## src/verilog/corr_pkg.sv

```systemverilog
package corr_pkg;

   // --------------------
   // Array and word sizes
   // --------------------
   localparam int NUM_ANT   = 4;            // Antennas, one bit each
   localparam int NUM_PAIRS = 6;            // All baselines of four antennas
   localparam int NUM_VIS   = 2*NUM_PAIRS;  // Real and imaginary word per pair
   localparam int ACC_W     = 16;           // Accumulator width, wraps
   localparam int ADR_W     = 5;            // Bus address width
   localparam int IDX_W     = 4;            // Visibility index width

   // Vectors that carry a meaning
   typedef logic [NUM_ANT-1:0] ant_t;       // One sample bit per antenna
   typedef logic [ACC_W-1:0]   acc_t;       // Visibility sum, bus data word
   typedef logic [ADR_W-1:0]   adr_t;       // Bus address
   typedef logic [IDX_W-1:0]   vis_idx_t;   // Visibility word 0 to 11

   // --------------------
   // Address map
   // --------------------
   // 2p is real of pair p, 2p+1 its imaginary part
   // Everything above the blocks register is unmapped
   localparam adr_t ADR_BLOCKS = 5'd12;     // Completed-blocks count

   // --------------------
   // Pair order
   // --------------------
   // (0,1) (0,2) (0,3) (1,2) (1,3) (2,3)
   localparam int PAIR_A [NUM_PAIRS] = '{0, 0, 0, 1, 1, 2};  // First antenna
   localparam int PAIR_B [NUM_PAIRS] = '{1, 2, 3, 2, 3, 3};  // Second antenna

endpackage

```

## src/verilog/read_if.sv

```systemverilog
`timescale 1ns/100ps

// Link from the bus port to the readable bank
interface read_if;

   logic               rd_stb;   // One-cycle read request
   corr_pkg::vis_idx_t rd_idx;   // Which visibility word
   corr_pkg::acc_t     rd_data;  // Valid one cycle after rd_stb
   logic               swap;     // Banks swapped, new result ready

   // Bus side
   modport port (
      output rd_stb,
      output rd_idx,
      input  rd_data,
      input  swap
   );

   // Bank side
   modport banks (
      input  rd_stb,
      input  rd_idx,
      output rd_data,
      output swap
   );

endinterface

```

## src/verilog/sample_if.sv

```systemverilog
`timescale 1ns/100ps

// Link from the sampler to the visibility banks
// One word of real and one of imaginary bits per strobe
interface sample_if;

   corr_pkg::ant_t re;     // Current capture, real part
   corr_pkg::ant_t im;     // Previous capture, stand-in for imaginary
   logic           valid;  // One-cycle pulse per usable sample

   // Producer side
   modport sampler (
      output re,
      output im,
      output valid
   );

   // Consumer side, accumulators
   modport banks (
      input re,
      input im,
      input valid
   );

endinterface

```

## src/verilog/bus_port.sv

```systemverilog
`timescale 1ns/100ps

// Read-only bus port
// Stage one decodes the request, stage two answers it
module bus_port (
   input  logic           clk_i,
   input  logic           sw_d,   // Async reset, active high
   input  logic           cyc_i,
   input  logic           stb_i,
   input  corr_pkg::adr_t adr_i,
   output logic           ack_o,  // Mapped read done
   output logic           err_o,  // Unmapped address
   output corr_pkg::acc_t dat_o,  // Valid with ack_o
   read_if.port           rd
);

   logic               req;       // Request this cycle
   logic               vis_hit;   // Addresses 0 to 11
   logic               blk_hit;   // Blocks register
   logic               s1_vis_q;
   logic               s1_blk_q;
   logic               s1_err_q;
   corr_pkg::vis_idx_t s1_idx_q;
   logic               s2_blk_q;  // Answer comes from the counter
   corr_pkg::acc_t     blocks_q;  // Completed blocks so far

   assign req     = cyc_i && stb_i;
   assign vis_hit = adr_i < corr_pkg::ADR_BLOCKS;
   assign blk_hit = adr_i == corr_pkg::ADR_BLOCKS;

   // --------------------
   // Stage one, decode
   // --------------------
   always_ff @(posedge clk_i or posedge sw_d) begin
      if (sw_d) begin
         s1_vis_q <= 1'b0;
         s1_blk_q <= 1'b0;
         s1_err_q <= 1'b0;
      end else begin
         s1_vis_q <= req && vis_hit;
         s1_blk_q <= req && blk_hit;
         s1_err_q <= req && !vis_hit && !blk_hit;  // 13 to 31
      end
   end

   always_ff @(posedge clk_i) begin
      s1_idx_q <= adr_i[$bits(corr_pkg::vis_idx_t)-1:0];
   end

   // Bank lookup runs alongside stage two
   assign rd.rd_stb = s1_vis_q;
   assign rd.rd_idx = s1_idx_q;

   // --------------------
   // Stage two, answer
   // --------------------
   always_ff @(posedge clk_i or posedge sw_d) begin
      if (sw_d) begin
         ack_o    <= 1'b0;
         err_o    <= 1'b0;
         s2_blk_q <= 1'b0;
      end else begin
         ack_o    <= s1_vis_q || s1_blk_q;
         err_o    <= s1_err_q;              // Never with ack
         s2_blk_q <= s1_blk_q;
      end
   end

   // Count of finished blocks, one per swap
   always_ff @(posedge clk_i or posedge sw_d) begin
      if (sw_d) begin
         blocks_q <= '0;
      end else if (rd.swap) begin
         blocks_q <= blocks_q + 1'b1;
      end
   end

   assign dat_o = s2_blk_q ? blocks_q : rd.rd_data;  // Tag picks source

endmodule

```

## src/verilog/correlator_top.sv

```systemverilog
`timescale 1ns/100ps

// Four-antenna correlator, top level
// Sampler feeds the banks, the bus port reads them
module correlator_top (
   input  logic           clk_i,
   input  logic           sw_d,          // Async reset, active high

   // Acquisition
   input  logic           enable_i,      // Acquisition running
   input  logic           sample_stb_i,  // antenna_i is valid
   input  corr_pkg::ant_t antenna_i,     // Real bit per antenna
   input  corr_pkg::acc_t blocksize_i,   // Samples per block minus one

   // Read bus
   input  logic           cyc_i,
   input  logic           stb_i,
   input  corr_pkg::adr_t adr_i,
   output logic           ack_o,
   output logic           err_o,
   output corr_pkg::acc_t dat_o,

   output logic           switch_o       // New block result ready
);

   sample_if smp_if ();  // Sampler to banks
   read_if   rd_if ();   // Bus port to banks

   // --------------------
   // Producer
   // --------------------
   quad_sampler u_sampler (
      .clk_i        (clk_i),
      .sw_d         (sw_d),
      .enable_i     (enable_i),
      .sample_stb_i (sample_stb_i),
      .antenna_i    (antenna_i),
      .smp          (smp_if.sampler)
   );

   // --------------------
   // Buffer
   // --------------------
   visibility_banks u_banks (
      .clk_i       (clk_i),
      .sw_d        (sw_d),
      .blocksize_i (blocksize_i),
      .smp         (smp_if.banks),
      .rd          (rd_if.banks)
   );

   // --------------------
   // Consumer
   // --------------------
   bus_port u_port (
      .clk_i (clk_i),
      .sw_d  (sw_d),
      .cyc_i (cyc_i),
      .stb_i (stb_i),
      .adr_i (adr_i),
      .ack_o (ack_o),
      .err_o (err_o),
      .dat_o (dat_o),
      .rd    (rd_if.port)
   );

   assign switch_o = rd_if.swap;  // Same single clock, no sync needed

endmodule

```

## src/verilog/quad_sampler.sv

```systemverilog
`timescale 1ns/100ps

// Antenna sampler
// Real part is the newest capture, imaginary part the one before it
module quad_sampler (
   input  logic           clk_i,
   input  logic           sw_d,         // Async reset, active high
   input  logic           enable_i,     // Acquisition running
   input  logic           sample_stb_i, // New antenna word present
   input  corr_pkg::ant_t antenna_i,    // One real bit per antenna
   sample_if.sampler      smp
);

   corr_pkg::ant_t cur_q;     // Latest capture
   corr_pkg::ant_t prev_q;    // Capture one sample earlier
   logic           primed_q;  // A previous sample exists
   logic           valid_q;   // Output strobe
   logic           take;      // Capture this cycle

   assign take = enable_i && sample_stb_i;

   // --------------------
   // Control
   // --------------------
   // First strobe after enable rises only fills the delay register,
   // so no valid follows it
   always_ff @(posedge clk_i or posedge sw_d) begin
      if (sw_d) begin
         primed_q <= 1'b0;
         valid_q  <= 1'b0;
      end else if (!enable_i) begin
         primed_q <= 1'b0;                   // Delay line is stale now
         valid_q  <= 1'b0;
      end else begin
         valid_q <= sample_stb_i && primed_q;  // Pulse one cycle later
         if (sample_stb_i) begin
            primed_q <= 1'b1;
         end
      end
   end

   // --------------------
   // Sample registers
   // --------------------
   always_ff @(posedge clk_i) begin
      if (take) begin
         cur_q  <= antenna_i;
         prev_q <= cur_q;                    // One-sample delay
      end
   end

   // Present both parts to the banks
   assign smp.re    = cur_q;
   assign smp.im    = prev_q;
   assign smp.valid = valid_q;

endmodule

```

## src/verilog/visibility_banks.sv

```systemverilog
`timescale 1ns/100ps

// Double-buffered visibility accumulators
// Active set counts agreements, readable set holds the last finished block
module visibility_banks (
   input  logic           clk_i,
   input  logic           sw_d,        // Async reset, active high
   input  corr_pkg::acc_t blocksize_i, // Samples per block minus one
   sample_if.banks        smp,
   read_if.banks          rd
);

   corr_pkg::acc_t               smp_cnt_q;               // Sample number in block
   logic                         blk_end;                 // Last sample of block
   logic [corr_pkg::NUM_VIS-1:0] hit;                     // Per word increment
   corr_pkg::acc_t               sum    [corr_pkg::NUM_VIS]; // Active plus hit
   corr_pkg::acc_t               act_q  [corr_pkg::NUM_VIS]; // Accumulating bank
   corr_pkg::acc_t               done_q [corr_pkg::NUM_VIS]; // Readable bank
   logic                         swap_q;
   corr_pkg::acc_t               rd_data_q;

   // --------------------
   // Pair correlators
   // --------------------
   // One-bit correlation is an XNOR, agreement counts as one
   for (genvar p = 0; p < corr_pkg::NUM_PAIRS; p++) begin : g_pair
      // Real, re[a] against re[b]
      assign hit[2*p]   = smp.re[corr_pkg::PAIR_A[p]] ~^ smp.re[corr_pkg::PAIR_B[p]];
      // Imaginary, re[a] against delayed re[b]
      assign hit[2*p+1] = smp.re[corr_pkg::PAIR_A[p]] ~^ smp.im[corr_pkg::PAIR_B[p]];
   end

   // Next value of each active word
   for (genvar v = 0; v < corr_pkg::NUM_VIS; v++) begin : g_sum
      assign sum[v] = act_q[v] + {{(corr_pkg::ACC_W-1){1'b0}}, hit[v]};  // Wraps
   end

   // --------------------
   // Block counter
   // --------------------
   assign blk_end = smp.valid && (smp_cnt_q == blocksize_i);

   always_ff @(posedge clk_i or posedge sw_d) begin
      if (sw_d) begin
         smp_cnt_q <= '0;
      end else if (smp.valid) begin
         if (blk_end) begin
            smp_cnt_q <= '0;                 // Start next block
         end else begin
            smp_cnt_q <= smp_cnt_q + 1'b1;
         end
      end
   end

   // --------------------
   // Accumulator banks
   // --------------------
   // On block end the finished sums, last sample included, move to the
   // readable bank and the active bank restarts from zero
   always_ff @(posedge clk_i or posedge sw_d) begin
      if (sw_d) begin
         for (int i = 0; i < corr_pkg::NUM_VIS; i++) begin
            act_q[i]  <= '0;
            done_q[i] <= '0;
         end
      end else if (blk_end) begin
         for (int i = 0; i < corr_pkg::NUM_VIS; i++) begin
            done_q[i] <= sum[i];             // Swap in finished block
            act_q[i]  <= '0;
         end
      end else if (smp.valid) begin
         for (int i = 0; i < corr_pkg::NUM_VIS; i++) begin
            act_q[i] <= sum[i];
         end
      end
   end

   // Swap pulse, high for the cycle after the last accumulate
   always_ff @(posedge clk_i or posedge sw_d) begin
      if (sw_d) begin
         swap_q <= 1'b0;
      end else begin
         swap_q <= blk_end;
      end
   end

   // --------------------
   // Read side
   // --------------------
   // Word is held until the next request
   always_ff @(posedge clk_i) begin
      if (rd.rd_stb && (rd.rd_idx < corr_pkg::NUM_VIS)) begin
         rd_data_q <= done_q[rd.rd_idx];
      end
   end

   assign rd.rd_data = rd_data_q;
   assign rd.swap    = swap_q;

endmodule

```

## config.mk

```make
export PLATFORM = sky130hd
export DESIGN_NAME = correlator_top
export DESIGN_NICKNAME = d
export VERILOG_FILES = /design/src/verilog/corr_pkg.sv /design/src/verilog/read_if.sv /design/src/verilog/sample_if.sv /design/src/verilog/bus_port.sv /design/src/verilog/correlator_top.sv /design/src/verilog/quad_sampler.sv /design/src/verilog/visibility_banks.sv
export SDC_FILE = /design/constraint.sdc
export NUM_CORES = 1
export LEC_CHECK = 0
export BUFFER_PORTS_ARGS = -buffer_cell sky130_fd_sc_hd__buf_2
export CORE_UTILIZATION = 63
export CTS_CLUSTER_SIZE = 20
export DETAILED_ROUTE_END_ITERATION = 10
export MAX_ROUTING_LAYER = met4
export PLACE_DENSITY_LB_ADDON = 0.2
export SLEW_MARGIN = 20
export SYNTH_ARGS = -nofsm -noshare
export SYNTH_HDL_FRONTEND = slang
export SYNTH_SLANG_ARGS = --single-unit
```

## constraint.sdc

```tcl
create_clock -name clk_i -period 15 [get_ports clk_i]
set_input_delay 0.75 -clock clk_i [delete_from_list [all_inputs] [get_ports clk_i]]
set_output_delay 0.75 -clock clk_i [all_outputs]
set_load 0.02 [all_outputs]
```

==> out/qor.csv, run 1 <==
metric,value,unit
outcome,"finished, violations left",
violations,DRC,
nNetsFinal,2078,
endpoint_kind,flip-flop,
root_buffer,clkbuf_16,
antenna_found_initial,0,
ys_types,44,
drv_cap,0,
worstSkewPairLatency,580,ps
grt_pass1_vias,15634,
syn-instance-count,2035,
cpPeakStageDelay,980,ps
h-tree-depth,2,
total_power,3.37,mW
ctsResizeCount,0,
grt_max_degree,177,
ir_drop,0.107,mV
ctsHoldBuffers,0,
io_pins,50,
maxSlewHeadroom,33.2,%
hold_viol,0,
grt_pass1_wl,84200,um
synth-edff-count,23,
drt_first_pass_iters,8,
ys_seq_elements,452,
io_buffers,49,
synth-seq-area-share,49.4,%
routed_wl,51600,um
vias,15829,
leakagePower,10.9,nW
rsz0062_at_grt,false,
min_from,adr_i[1],
drt_iter0_drc,1349,
skew,30.4,ps
syn_nets,2097,
rows,69,
cts_tree,done,
synth_top_area_share,46.1,%
worst-setup-path-type,reg2reg,
utilization,69.8,%
via_per_inst,6.29,
syn_area,23100,sq um
ant_nets,0,
worst_path_max_delay_cell,or4_1,
ys_warn_count,0,
drv_slew,0,
p_per_area,135,nW/um^2
yosys_most_used_dff,dfrtp_1,
cp-startpoint,u_banks.smp_cnt_q[10],
hold_slack,307,ps
cts_setup_buffers,0,
layout_min_cycle_time,4650,ps
synthTopCellsByArea,"dfrtp_1 46%, mux2_2 5.6%, mux4_2 4.7%",
async_reset_ff_share,94.0,%
min_path_type,in2reg,
cts.path.max_buffers,3,
drc,6,
hpwl,33200,um
reg2reg_from,u_banks.smp_cnt_q[10],
cp.arrival,5100,ps
clkTransAtPathRegs,60,ps
dieArea,37400,sq um
synthToLayoutAreaGrowth,8.30,%
place.gp.congestion,0.881,
required,15440,ps
finalSetupTns,0,ps
fin_crit_sh,31.0,%
crit_fanout,126,
die_h,193,um
grt.overflow.total,0,
worst-path-buf-inv,2,
max_freq,215,MHz
final_cell_area,25000,sq um
setup_violations,0,
tightest_slew,1000,ps
gr-usage-all-layers,29.2,%
crit_path_start_kind,flip-flop,
critical-path-top-delay-family,buffers and inverters,
diodes,0,
path_cells,"xnor2_1, nand4_1, or4b_1, or4_1, inv_8, buf_4, mux2_2",
die_w,193,um
cts_made_buffers,48,
start_util,64.4,%
layout-drive-gt1-share,16.1,%
dpl-instance-area,23400,sq um
core,35800,sq um
clock_sinks,452,
syn_avg_cell_area,11.3,sq um
wire_per_inst,20.5,um
synth_top_area_cell,dfrtp_1,
## metal layers
metal,GRT usage (%),share of wire (%),vias up
met2,44.7,47,394
met3,5.39,5.6,87
met1,40.0,45,8110
li1,-,-,7238
met5,-,0,-
met4,8.53,2.5,0
## synthesized netlist by cell type (13+ instances only)
| library cell | n |
|---|---|
| and3_1 | 26 |
| mux4_2 | 48 |
| o22ai_1 | 29 |
| mux2_1 | 94 |
| xor2_1 | 107 |
| or3_1 | 29 |
| dfrtp_1 | 425 |
| nor2_1 | 93 |
| o21ai_0 | 42 |
| a31o_2 | 13 |
| mux2_2 | 115 |
| buf_1 | 14 |
| o2bb2ai_1 | 92 |
| nand3_1 | 88 |
| nand2_1 | 188 |
| nor3_1 | 62 |
| nand4_1 | 45 |
| nor4_1 | 49 |
| or2_2 | 13 |
| mux2i_1 | 42 |
| clkbuf_1 | 80 |
| buf_2 | 16 |
| inv_1 | 48 |
| edfxtp_1 | 23 |
| a21oi_1 | 48 |
| xnor2_1 | 117 |
| ha_1 | 31 |
## power breakdown
part / total (mW) / switching, mW / leakage [nW] / internal (mW)
registers: 1.60 / 0.214 / 5.76 / 1.39
clock network: 1.21 / 0.481 / 0.794 / 0.730
logic: 0.557 / 0.303 / 4.36 / 0.254
total: 3.37 / 0.998 / 10.9 / 2.37
## area by class of cell
type | instances | area (sq um)
fillers | 2560 | 10800
inverters | 49 | 201
well taps | 461 | 577
multi-input cells | 1403 | 10800
flip-flops and latches | 452 | 11400
clock inverters | 21 | 267
clock buffers | 68 | 1350
repair buffers | 62 | 380
## placed cells by master, fill, tap and decap left out, types with 49 or more instances in the layout
cell type,Yosys,final
dfrtp_1,425,424
nand2_1,188,188
xnor2_1,117,117
mux2_2,115,115
xor2_1,107,107
mux2_1,94,94
nor2_1,93,93
o2bb2ai_1,92,92
nand3_1,88,88
nor3_1,62,62
clkbuf_16,0,49
buf_2,16,49
## path summary, 6_finish.rpt
kind | endpoint | slack [ps] | depth (start not counted)
worst max-delay path | u_banks.done_q[52] | 10350 | 7
worst min-delay path | u_port.rd.rd_idx[1] | 310 | 1
worst max register to register | u_banks.done_q[52] | 10350 | 7
worst min register to register | u_port.err_o | 360 | 0
max in group asynchronous | u_sampler.smp.valid | 13140 | 3
min in group asynchronous | u_banks.done_q[138] | 330 | 2
## registers in the layout, indices dropped and copies added, names as in the netlist
name,cells
u_banks.act_q,192
u_banks.done_q,192
u_banks.rd.rd_data,16
u_banks.rd.swap,1
u_banks.smp_cnt_q,16
u_port.ack_o,1
u_port.blocks_q,16
u_port.err_o,1
u_port.rd.rd_idx,4
u_port.rd.rd_stb,1
u_port.s1_blk_q,1
u_port.s1_err_q,1
u_port.s2_blk_q,1
u_sampler.primed_q,1
u_sampler.smp.im,3
u_sampler.smp.re,4
u_sampler.smp.valid,1
## worst register-to-register path: stages (launching register included)
cell and delay [ps]:
dfrtp_1 440, xnor2_1 230, nand4_1 110, or4b_1 500
or4_1 980, inv_8 850, buf_4 920, mux2_2 500
## logic make-up after synthesis
kind of cell               Yosys count  synth area share, %
AOI/OAI and AO/OA                  232                 6.98
buffers and inverters              180                 3.77
adders and majority gates           31                 1.68
and+or+nand+nor                    616                 12.9
muxes                              299                 16.7
xor gates and xnor gates           225                 8.57
DFF                                452                 49.4
## stage by stage
step,instances,worst slack [ps]
after CTS,2516,10410
after global placement,2427,10040
after global routing,2516,10140
after detailed placement,2427,10010
final,2516,10350
after floorplan,2035,2420
(Power assumes the default switching activity.)
==> run 2: changes to the inputs <==
clock period = 4.5 ns   (was 15 ns; I/O delays follow)
==> run 2 against run 1 <==
  * The run still ends with DRC left
  * Clock skew is 16 ps lower
  * Total power rose to 3.4 times the previous value
  * Fmax rose by 40%
  * Setup slack worse by 9200 ps
  * Routed wire length up 4.2%
==> out/qor.csv, run 2 (synthesis gave the netlist of run 1 again) <==
metric,value,unit
outcome,"finished, violations left",
violations,DRC,
io_pins,50,
cts_made_buffers,46,
wire_per_inst,21.1,um
rsz0062_at_grt,false,
skew,14.9,ps
core,35800,sq um
worstSkewPairLatency,580,ps
drv_slew,0,
drt_iter0_drc,1427,
tightest_slew,1160,ps
required,4960,ps
root_buffer,clkbuf_16,
die_w,193,um
total_power,11.4,mW
grt.overflow.total,0,
drv_cap,0,
worst-setup-path-type,reg2reg,
dieArea,37400,sq um
hold_viol,0,
cpPeakStageDelay,600,ps
max_freq,301,MHz
diodes,0,
nNetsFinal,2107,
start_util,64.4,%
multi_input_area,10800,sq um
crit_fanout,68,
dpl-instance-area,23600,sq um
grt_pass1_vias,15813,
cts.path.max_buffers,3,
antenna_found_initial,0,
vias,15955,
clkTransAtPathRegs,60,ps
leakagePower,11.1,nW
layout_min_cycle_time,3320,ps
grt_pass1_wl,87600,um
cp.arrival,3780,ps
layout_common_cells,"424 x dfrtp_1, 188 x nand2_1, 117 x xnor2_1, 115 x mux2_2, 107 x xor2_1",
setup_violations,0,
layout-drive-gt1-share,17.1,%
cts_tree,done,
crit_path_start_kind,flip-flop,
biggestRegsByFlops,"u_banks.act_q (192), u_banks.done_q (192)",
hold_slack,191,ps
fillCellCount,2541,
path_cells,"xnor2_1, nand4_1, or4b_1, or4_1, clkinv_4, buf_12, mux2_1",
final_common_cell,dfrtp_1,
hpwl,35200,um
via_per_inst,6.27,
endpoint_kind,flip-flop,
clock_sinks,452,
gr-usage-all-layers,30.6,%
die_h,193,um
ant_nets,0,
synthToLayoutAreaGrowth,10.1,%
ir_drop,0.408,mV
io_buffers,49,
place.gp.congestion,0.889,
fin_crit_sh,73.7,%
min_path_type,in2reg,
worst_path_max_delay_cell,or4_1,
drc,6,
maxSlewHeadroom,22.0,%
h-tree-depth,2,
seqCellArea,11400,sq um
p_per_area,449,nW/um^2
grt_max_degree,196,
routed_wl,53700,um
ctsResizeCount,0,
final_cell_area,25400,sq um
rows,69,
drt_first_pass_iters,8,
==> run 2: worst max-delay path: cells and delay by family, from the launching register on <==
family,cells,cell delay (ps)
xor gates and xnor gates,1,220
and+or+nand+nor,3,1210
buffers and inverters,2,840
DFF,1,440
muxes,1,360
==> run 2: worst paths after layout <==
path / cells past startpoint / endpoint / slack [ps] / from
worst max-delay path: 7 / u_banks.done_q[122] / 1180 / u_banks.smp_cnt_q[10]
worst min-delay path: 5 / u_banks.smp_cnt_q[0] / 190 / blocksize_i[0]
worst max register to register: 7 / u_banks.done_q[122] / 1180 / u_banks.smp_cnt_q[10]
worst min register to register: 0 / u_port.err_o / 380 / u_port.s1_err_q
max in group asynchronous: 4 / u_banks.act_q[72] / 2910 / sw_d
min in group asynchronous: 3 / u_banks.act_q[191] / 380 / sw_d
==> run 2: report_power, final <==
part | leakage [nW] | internal [mW] | switching [mW] | total (mW)
Combinational | 4.53 | 0.860 | 1.03 | 1.89
Clock | 0.810 | 2.49 | 1.66 | 4.15
Sequential | 5.76 | 4.63 | 0.731 | 5.36
==> run 2: area by class of cell <==
cell class	instances	share of cell area, %
Clock inverter	27	1.30
Inverter	49	0.768
Clock buffer	58	5.20
Timing Repair Buffer	93	2.97
Multi-Input combinational cell	1403	42.6
Tap cell	461	2.27
Sequential cell	452	44.9
==> run 2: what timing repair did <==
action | 4_1_cts | 5_1_grt
hold buffers | 16 | 0
setup buffers | 0 | 0
endpoints found under the hold margin | 42 | 0
==> run 2: per-layer routing <==
layer | GRT usage (%) | vias up | share of wire [%]
met4 | 9.75 | 0 | 2.7
met2 | 47.3 | 431 | 48
met5 | - | - | 0
li1 | - | 7297 | -
met3 | 3.70 | 95 | 4.5
met1 | 42.5 | 8132 | 45
==> run 2: per-stage QoR <==
| step | TNS (ps) | setup WS (ps) | cells | utilization (%) |
|---|---|---|---|---|
| finish | 0 | 1180 | 2543 | 70.9 |
| global route | 0 | 1040 | 2543 | 70.9 |
| CTS | 0 | 1200 | 2543 | 70.9 |
| detailed placement | 0 | 1230 | 2442 | 65.8 |
| global placement | 0 | 1220 | 2442 | 65.8 |
| floorplan | -620690 | -1460 | 2035 | - |
